## src/logic/dl11_settings.svh

```systemverilog
// DL11 console settings
// I/O page register offsets, interrupt vectors and the serial bit timing

`ifndef DL11_SETTINGS_SVH
`define DL11_SETTINGS_SVH

// register offsets within the I/O page
`define DL11_RCSR_ADDR 13'o17560
`define DL11_RBUF_ADDR 13'o17562
`define DL11_XCSR_ADDR 13'o17564
`define DL11_XBUF_ADDR 13'o17566

// interrupt vectors, receiver and transmitter
`define DL11_RX_VECTOR 8'o060
`define DL11_TX_VECTOR 8'o064

// clk cycles per serial bit, keep it a multiple of 16
`define DL11_CLKS_PER_BIT 64

`endif
```

## src/logic/dl11_pkg.sv

```systemverilog
// DL11 console types
// bus, character and vector widths plus the state machine encodings

`default_nettype none

package dl11_pkg;

   typedef logic [12:0] iopage_addr_t;
   typedef logic [15:0] word_t;
   typedef logic [7:0]  char_t;
   typedef logic [7:0]  vector_t;

   // serial transmitter bit phases
   typedef enum logic [1:0] {
      TX_IDLE,
      TX_START,
      TX_DATA,
      TX_STOP
   } tx_state_t;

   // serial receiver bit phases
   typedef enum logic [1:0] {
      RX_IDLE,
      RX_START,
      RX_DATA,
      RX_STOP
   } rx_state_t;

   // register side handoff to the transmitter
   typedef enum logic [1:0] {
      XMIT_READY,
      XMIT_LOAD,
      XMIT_WAIT_BUSY,
      XMIT_WAIT_DONE
   } xmit_seq_t;

endpackage

`default_nettype wire

```

## src/logic/dl11_console.sv

```systemverilog
// DL11 console serial line
// register block on the I/O page driving an 8N1 transmitter and receiver

`timescale 1ns/1ps
`default_nettype none

module dl11_console
   import dl11_pkg::*;
(
   input  wire          clk,
   input  wire          reset,
   input  iopage_addr_t iopage_addr,
   input  word_t        data_in,
   input  wire          iopage_rd,
   input  wire          iopage_wr,
   output word_t        data_out,
   output logic         decode,
   output logic         interrupt,
   output vector_t      vector,
   output logic         rs232_tx,
   input  wire          rs232_rx
);

   logic  rx_tick;
   logic  tx_tick;
   logic  tx_load;
   char_t tx_char;
   logic  tx_busy;
   logic  rx_full;
   char_t rx_char;
   logic  rx_unload;

   dl11_regs regs (
      .clk         (clk),
      .reset       (reset),
      .iopage_addr (iopage_addr),
      .data_in     (data_in),
      .iopage_rd   (iopage_rd),
      .iopage_wr   (iopage_wr),
      .data_out    (data_out),
      .decode      (decode),
      .interrupt   (interrupt),
      .vector      (vector),
      .tx_load     (tx_load),
      .tx_char     (tx_char),
      .tx_busy     (tx_busy),
      .rx_full     (rx_full),
      .rx_char     (rx_char),
      .rx_unload   (rx_unload)
   );

   baud_gen baud (
      .clk     (clk),
      .reset   (reset),
      .rx_tick (rx_tick),
      .tx_tick (tx_tick)
   );

   serial_tx xmit (
      .clk     (clk),
      .reset   (reset),
      .tx_tick (tx_tick),
      .tx_load (tx_load),
      .tx_char (tx_char),
      .tx_busy (tx_busy),
      .tx_out  (rs232_tx)
   );

   serial_rx recv (
      .clk       (clk),
      .reset     (reset),
      .rx_tick   (rx_tick),
      .rx_in     (rs232_rx),
      .rx_unload (rx_unload),
      .rx_full   (rx_full),
      .rx_char   (rx_char)
   );

endmodule

`default_nettype wire

```

## src/logic/dl11_regs.sv

```systemverilog
// DL11 register block
// I/O page decode, RCSR/RBUF/XCSR/XBUF, transmit and receive handoff,
// interrupt request and vector selection

`timescale 1ns/1ps
`default_nettype none

`include "dl11_settings.svh"

module dl11_regs
   import dl11_pkg::*;
(
   input  wire          clk,
   input  wire          reset,
   input  iopage_addr_t iopage_addr,
   input  word_t        data_in,
   input  wire          iopage_rd,
   input  wire          iopage_wr,
   output word_t        data_out,
   output logic         decode,
   output logic         interrupt,
   output vector_t      vector,
   output logic         tx_load,
   output char_t        tx_char,
   input  wire          tx_busy,
   input  wire          rx_full,
   input  char_t        rx_char,
   output logic         rx_unload
);

   xmit_seq_t xmit_state;
   logic      ready;
   logic      done;
   logic      rx_ie;
   logic      tx_ie;
   char_t     xbuf;
   char_t     rbuf;
   logic      xbuf_wr;
   logic      rbuf_rd;
   logic      rx_req;
   logic      tx_req;

   assign decode = (iopage_addr == `DL11_RCSR_ADDR) ||
                   (iopage_addr == `DL11_RBUF_ADDR) ||
                   (iopage_addr == `DL11_XCSR_ADDR) ||
                   (iopage_addr == `DL11_XBUF_ADDR);

   // read mux, anything outside the four registers reads zero
   always_comb
   begin
      case (iopage_addr)
         `DL11_RCSR_ADDR: data_out = {8'b0, done, rx_ie, 6'b0};
         `DL11_RBUF_ADDR: data_out = {8'b0, rbuf};
         `DL11_XCSR_ADDR: data_out = {8'b0, ready, tx_ie, 6'b0};
         `DL11_XBUF_ADDR: data_out = {8'b0, xbuf};
         default:         data_out = '0;
      endcase
   end

   // writes to XBUF only count while the transmitter is ready
   assign xbuf_wr = iopage_wr && (iopage_addr == `DL11_XBUF_ADDR) && ready;
   assign rbuf_rd = iopage_rd && (iopage_addr == `DL11_RBUF_ADDR);

   always_ff @(posedge clk)
   begin
      if (reset)
      begin
         rx_ie <= 1'b0;
         tx_ie <= 1'b0;
      end
      else if (iopage_wr)
      begin
         if (iopage_addr == `DL11_RCSR_ADDR)
            rx_ie <= data_in[6];
         if (iopage_addr == `DL11_XCSR_ADDR)
            tx_ie <= data_in[6];
      end
   end

   always_ff @(posedge clk)
   begin
      if (xbuf_wr)
         xbuf <= data_in[7:0];
      if (rx_full)
         rbuf <= rx_char;
   end

   // hand the character to serial_tx, then follow busy through a full cycle
   always_ff @(posedge clk)
   begin
      if (reset)
         xmit_state <= XMIT_READY;
      else
      begin
         case (xmit_state)
            XMIT_READY:
               if (xbuf_wr)
                  xmit_state <= XMIT_LOAD;
            XMIT_LOAD:
               xmit_state <= XMIT_WAIT_BUSY;
            XMIT_WAIT_BUSY:
               if (tx_busy)
                  xmit_state <= XMIT_WAIT_DONE;
            XMIT_WAIT_DONE:
               if (!tx_busy)
                  xmit_state <= XMIT_READY;
            default:
               xmit_state <= XMIT_READY;
         endcase
      end
   end

   assign ready   = (xmit_state == XMIT_READY);
   assign tx_load = (xmit_state == XMIT_LOAD);
   assign tx_char = xbuf;

   // receive side, a new character wins over a same-cycle RBUF read
   assign rx_unload = rx_full;

   always_ff @(posedge clk)
   begin
      if (reset)
         done <= 1'b0;
      else if (rx_full)
         done <= 1'b1;
      else if (rbuf_rd)
         done <= 1'b0;
   end

   // receiver has priority for the vector
   assign rx_req    = rx_ie && done;
   assign tx_req    = tx_ie && ready;
   assign interrupt = rx_req || tx_req;
   assign vector    = rx_req ? `DL11_RX_VECTOR :
                      tx_req ? `DL11_TX_VECTOR :
                      '0;

endmodule

`default_nettype wire

```

## src/logic/serial_rx.sv

```systemverilog
// serial receiver
// samples rs232 input at 16x, frames 8N1 characters into a holding register

`timescale 1ns/1ps
`default_nettype none

module serial_rx
   import dl11_pkg::*;
(
   input  wire   clk,
   input  wire   reset,
   input  wire   rx_tick,
   input  wire   rx_in,
   input  wire   rx_unload,
   output logic  rx_full,
   output char_t rx_char
);

   rx_state_t  state;
   logic       rx_meta;
   logic       rx_sync;
   logic [3:0] tick_cnt;
   logic [2:0] bit_idx;
   char_t      shift_reg;

   // line is asynchronous, two flops before anything looks at it
   always_ff @(posedge clk)
   begin
      if (reset)
      begin
         rx_meta <= 1'b1;
         rx_sync <= 1'b1;
      end
      else
      begin
         rx_meta <= rx_in;
         rx_sync <= rx_meta;
      end
   end

   always_ff @(posedge clk)
   begin
      if (reset)
      begin
         state    <= RX_IDLE;
         tick_cnt <= '0;
         bit_idx  <= '0;
         rx_full  <= 1'b0;
      end
      else
      begin
         if (rx_unload)
            rx_full <= 1'b0;

         if (rx_tick)
         begin
            case (state)
               RX_IDLE:
                  if (!rx_sync)
                  begin
                     state    <= RX_START;
                     tick_cnt <= 4'd1;
                  end
               RX_START:
                  // 8th low sample is the middle of the start bit
                  if (tick_cnt == 4'd7)
                  begin
                     state    <= rx_sync ? RX_IDLE : RX_DATA;
                     tick_cnt <= '0;
                     bit_idx  <= '0;
                  end
                  else
                  begin
                     tick_cnt <= tick_cnt + 4'd1;
                  end
               RX_DATA:
               begin
                  tick_cnt <= tick_cnt + 4'd1;
                  if (tick_cnt == 4'd15)
                  begin
                     bit_idx <= bit_idx + 3'd1;
                     if (bit_idx == 3'd7)
                        state <= RX_STOP;
                  end
               end
               RX_STOP:
               begin
                  tick_cnt <= tick_cnt + 4'd1;
                  if (tick_cnt == 4'd15)
                  begin
                     state <= RX_IDLE;
                     // framing error drops the character
                     if (rx_sync)
                        rx_full <= 1'b1;
                  end
               end
               default:
                  state <= RX_IDLE;
            endcase
         end
      end
   end

   // lsb arrives first, shift in from the top
   always_ff @(posedge clk)
   begin
      if (rx_tick && state == RX_DATA && tick_cnt == 4'd15)
         shift_reg <= {rx_sync, shift_reg[7:1]};
      if (rx_tick && state == RX_STOP && tick_cnt == 4'd15 && rx_sync)
         rx_char <= shift_reg;
   end

endmodule

`default_nettype wire

```

## src/logic/serial_tx.sv

```systemverilog
// serial transmitter
// shifts one character out as an 8N1 frame, one bit per tx_tick

`timescale 1ns/1ps
`default_nettype none

module serial_tx
   import dl11_pkg::*;
(
   input  wire   clk,
   input  wire   reset,
   input  wire   tx_tick,
   input  wire   tx_load,
   input  char_t tx_char,
   output logic  tx_busy,
   output logic  tx_out
);

   tx_state_t  state;
   char_t      shift_reg;
   logic [2:0] bit_idx;
   // character loaded, frame starts on the next bit tick
   logic       pending;

   always_ff @(posedge clk)
   begin
      if (reset)
      begin
         state   <= TX_IDLE;
         bit_idx <= '0;
         pending <= 1'b0;
      end
      else
      begin
         if (tx_load)
            pending <= 1'b1;

         case (state)
            TX_IDLE:
               if (pending && tx_tick)
               begin
                  state   <= TX_START;
                  pending <= 1'b0;
               end
            TX_START:
               if (tx_tick)
               begin
                  state   <= TX_DATA;
                  bit_idx <= '0;
               end
            TX_DATA:
               if (tx_tick)
               begin
                  if (bit_idx == 3'd7)
                     state <= TX_STOP;
                  bit_idx <= bit_idx + 3'd1;
               end
            TX_STOP:
               if (tx_tick)
                  state <= TX_IDLE;
            default:
               state <= TX_IDLE;
         endcase
      end
   end

   // data shifts right so bit 0 is always the one on the line
   always_ff @(posedge clk)
   begin
      if (tx_load)
         shift_reg <= tx_char;
      else if (state == TX_DATA && tx_tick)
         shift_reg <= {1'b0, shift_reg[7:1]};
   end

   assign tx_busy = (state != TX_IDLE);
   assign tx_out  = (state == TX_START) ? 1'b0 :
                    (state == TX_DATA)  ? shift_reg[0] :
                    1'b1;

endmodule

`default_nettype wire

```

## src/logic/baud_gen.sv

```systemverilog
// baud generator
// 16x sampling tick for the receiver and a bit-rate tick for the transmitter

`timescale 1ns/1ps
`default_nettype none

`include "dl11_settings.svh"

module baud_gen
(
   input  wire  clk,
   input  wire  reset,
   output logic rx_tick,
   output logic tx_tick
);

   localparam int PRESCALE = `DL11_CLKS_PER_BIT / 16;
   localparam int PRE_W    = (PRESCALE > 1) ? $clog2(PRESCALE) : 1;

   logic [PRE_W-1:0] pre_cnt;
   logic [3:0]       tick_cnt;

   // one pulse per prescale period, every 16th of them is a bit tick
   assign rx_tick = (pre_cnt == PRE_W'(PRESCALE - 1));
   assign tx_tick = rx_tick && (tick_cnt == 4'd15);

   always_ff @(posedge clk)
   begin
      if (reset)
      begin
         pre_cnt  <= '0;
         tick_cnt <= '0;
      end
      else if (rx_tick)
      begin
         pre_cnt  <= '0;
         tick_cnt <= tick_cnt + 4'd1;
      end
      else
      begin
         pre_cnt <= pre_cnt + PRE_W'(1);
      end
   end

endmodule

`default_nettype wire

```

## config.mk

```make
export PLATFORM = sky130hd
export DESIGN_NAME = dl11_console
export DESIGN_NICKNAME = d
export VERILOG_FILES = /design/src/logic/dl11_pkg.sv /design/src/logic/dl11_console.sv /design/src/logic/dl11_regs.sv /design/src/logic/serial_rx.sv /design/src/logic/serial_tx.sv /design/src/logic/baud_gen.sv
export VERILOG_INCLUDE_DIRS = /design/src /design/src/logic
export SDC_FILE = /design/constraint.sdc
export NUM_CORES = 1
export LEC_CHECK = 0
export ABC_AREA = 1
export ABC_CLOCK_PERIOD_IN_PS = 4900
export BUFFER_PORTS_ARGS = -buffer_cell sky130_fd_sc_hd__buf_2
export CAP_MARGIN = 0
export CORE_MARGIN = 10
export CORE_UTILIZATION = 60
export DETAILED_ROUTE_END_ITERATION = 7
export GPL_ROUTABILITY_DRIVEN = 0
export GPL_TIMING_DRIVEN = 0
export PLACE_DENSITY_LB_ADDON = 0.15
export REMOVE_ABC_BUFFERS = 1
export SYNTH_ARGS = -nofsm -noshare
export SYNTH_HDL_FRONTEND = slang
export SYNTH_SLANG_ARGS = --single-unit
```

## constraint.sdc

```tcl
create_clock -name clk -period 4.9 [get_ports clk]
set_input_delay 0.98 -clock clk [delete_from_list [all_inputs] [get_ports clk]]
set_output_delay 0.98 -clock clk [all_outputs]
set_load 0.02 [all_outputs]
```

==> results.md <==
* WL final at slightly above 6000 microns
* CTS Buffer Depth at 2
* Setup crit end kind: output pin
* Largest net degree at the start of global routing at 18
* Tcrit/Tclk final at around 67%
* Vias in the first global route at 2216
* DRC errors left at 2
* Area Overhead vs Synth at 11.9%
* Crit path time final at 3.30 ns
* First-pass GRT wire length at between 9000 and 10000 microns
* Clock H-tree levels at 3
* CTS Buf Count at 9
* Final setup fails at 0
* Worst endpoint required time at between 3 and 4 ns
* Synthesis Warnings at 0
* Power Dens Cells at ~360 nW/um^2
* Buffers on Ports at 39
* Seq/Total Area, Yosys at a little over half
* Total Nets Final at roughly 430
* GRT Overall Usage at around 14%
* Initial antenna violation count at 0
* Root Driver: clkbuf_8
* Slew @ Worst Pin at around 1.0 ns
* Antenna Cells at 0
* Failing checks: design-rule violations
* GRT overflow at 0
* Hold bufs inserted after CTS at 0
* Initial Utilization at 61.3%
* Worst Setup Path Type: input port to output pin
* Slew Limit Fails at 0
* Register bit total from synthesis at 69
* Core Box Area at 5440 sq um
* Placed Instance Area at 3520 sq um
* WL per Instance at 13.5 microns
* Hold Fails Final Rpt at 0
* Avg Inst Size Synth at ~9.9 sq um
* Vias at 2361
* DR vias/cell at between 5 and 6
* Cell count after synthesis at about 340
* Outcome: finished, violations left
* Setup bufs post-CTS at 0
* Post-Syn Area at approximately 3300 sq um
* RSZ-0062 raised after global routing: no
* F_max at just over 300 MHz
* Placement Rows at 27
* Finished Cell Area at between 3000 and 4000 sq um
* Drt pass-1 iters at 8
* Setup TNS at 0 ns
* Worst VDD drop at 0.294 mV
* Clock Latency Late Sink at between 0.3 and 0.4 ns
* Die area at a little under 9000 sq um
* Worst-path clk slew at approximately 0.07 ns
* Sink Count at 69
* Critical path arrival at around 2.3 ns
* Power, Total at about 1.3 mW
* CP max FO at 12
* Synth async-reset ratio at 0%
* Slew HR at 30.1%
* Clock Skews at about 0.004 ns
* Leakage power at 1.60 nW
* Die Height at approximately 95 microns
* Netlist cell types at 41
* HPWL Detailed at approximately 4600 microns
* Min-delay worst type: register to register
* Antenna Violating Nets Remaining at 0
* Number of synthesized flops with an enable pin at 40
* CTS resizes at 0
* Share of cells above drive strength 1 at 21.6%
* CP Launch Type: input port
* Fin util at between 60% and 70%
* Die width at about 95 microns
* Synth Flop Type: edfxtp_1
* Initial DRC Count at ~130
* CTS tree: yes
* Max Cap Viol at 0
* I/O pin count at 61
==> cells in the mapped netlist, types with 4 or more instances <==
cell type | instances | area (sq um)
nor3_1 | 5 | 25.0
nand4_1 | 10 | 62.6
dfxtp_1 | 29 | 581
nand2_1 | 53 | 199
ha_1 | 21 | 263
edfxtp_1 | 40 | 1200
nor2_2 | 4 | 25.0
inv_1 | 38 | 143
nor2_1 | 22 | 82.6
a21oi_1 | 16 | 80.1
o21ai_2 | 4 | 35.0
o21ai_0 | 21 | 105
buf_4 | 16 | 120
nand3_1 | 20 | 100
==> cell usage in the layout (no fill, tap or decap), types with 3 or more instances in the layout <==
cell type  synthesis  routed
a21oi_1           16      16
clkbuf_8           0       9
nor3_1             5       5
nand4_1           10      10
clkinv_2           0       3
conb_1             1      13
o21ai_2            4       4
nor2_4             3       3
nand3_1           20      20
ha_1              21      21
edfxtp_1          40      40
nand2_2            3       3
or2_2              3       3
buf_2              1      39
nand2_1           53      53
o21ai_0           21      21
nor2_1            22      22
inv_1             38      38
nor2_2             4       4
dfxtp_1           29      29
==> cells by family (layout without fill, tap and decap cells) <==
group / after synthesis / count (layout) / share of synthesized area [%]
multiplexers: 1 / 1 / 0.300
buffers and inverters: 62 / 96 / 9.04
flip-flops: 69 / 69 / 53.4
other: 1 / 13 / 0.112
AO/OA/AOI/OAI: 50 / 50 / 8.89
XOR/XNOR: 1 / 1 / 0.263
adder cells (fa/ha/maj): 21 / 21 / 7.88
AND/OR/NAND/NOR: 133 / 133 / 20.1
==> area by class of cell <==
cell class,instances,area [sq um]
clock buffer,9,124
clock inverter,7,90.1
fill,422,1710
inverter,41,154
multi-input combinational,219,1300
sequential,69,1780
tap,72,90.1
timing repair buffer,39,195
==> layer usage <==
metal	part of all wire (%)	global-route usage (%)	wire length, microns	vias to the layer above
li1	-	-	-	1200
met1	41	15.9	2540	1093
met2	52	23.9	3180	52
met3	4.7	5.08	288	16
met4	2.2	7.48	137	0
met5	0	0	0	-
==> critical path: stages <==
cell and delay [ns]:
buf_2 0.09, inv_1 0.06, nand4_1 0.18, nor3_2 0.53, nand3_1 0.15, nand4_1 0.16
buf_2 0.18
==> per-stage QoR <==
stage,setup WS [ns],std cells,hold slack [ns]
6_report,1.60,456,0.415
5_1_grt,1.40,456,0.427
2_1_floorplan,1.76,329,0.389
3_3_place_gp,1.63,440,0.392
4_1_cts,1.59,456,0.419
3_5_place_dp,1.59,440,0.401
==> worst paths after layout <==
kind / to / slack, ns / from / depth (start not counted)
min: recv.rx_sync$_SDFF_PP1_ / 0.42 / recv.rx_meta$_SDFF_PP1_ / 1
max: data_out[6] / 1.60 / iopage_addr[7] / 7
max reg2reg: xmit.shift_reg[4]$_DFFE_PP_ / 2.58 / baud.pre_cnt[0]$_SDFF_PP0_ / 5
min reg2reg: recv.rx_sync$_SDFF_PP1_ / 0.42 / recv.rx_meta$_SDFF_PP1_ / 1
==> report_power, final <==
group | leakage (nW) | internal [mW] | total [mW] | switching, mW
logic | 0.893 | 0.0622 | 0.175 | 0.113
registers | 0.597 | 0.662 | 0.680 | 0.0183
clock network | 0.105 | 0.283 | 0.491 | 0.208
(Power assumes the default switching activity.)
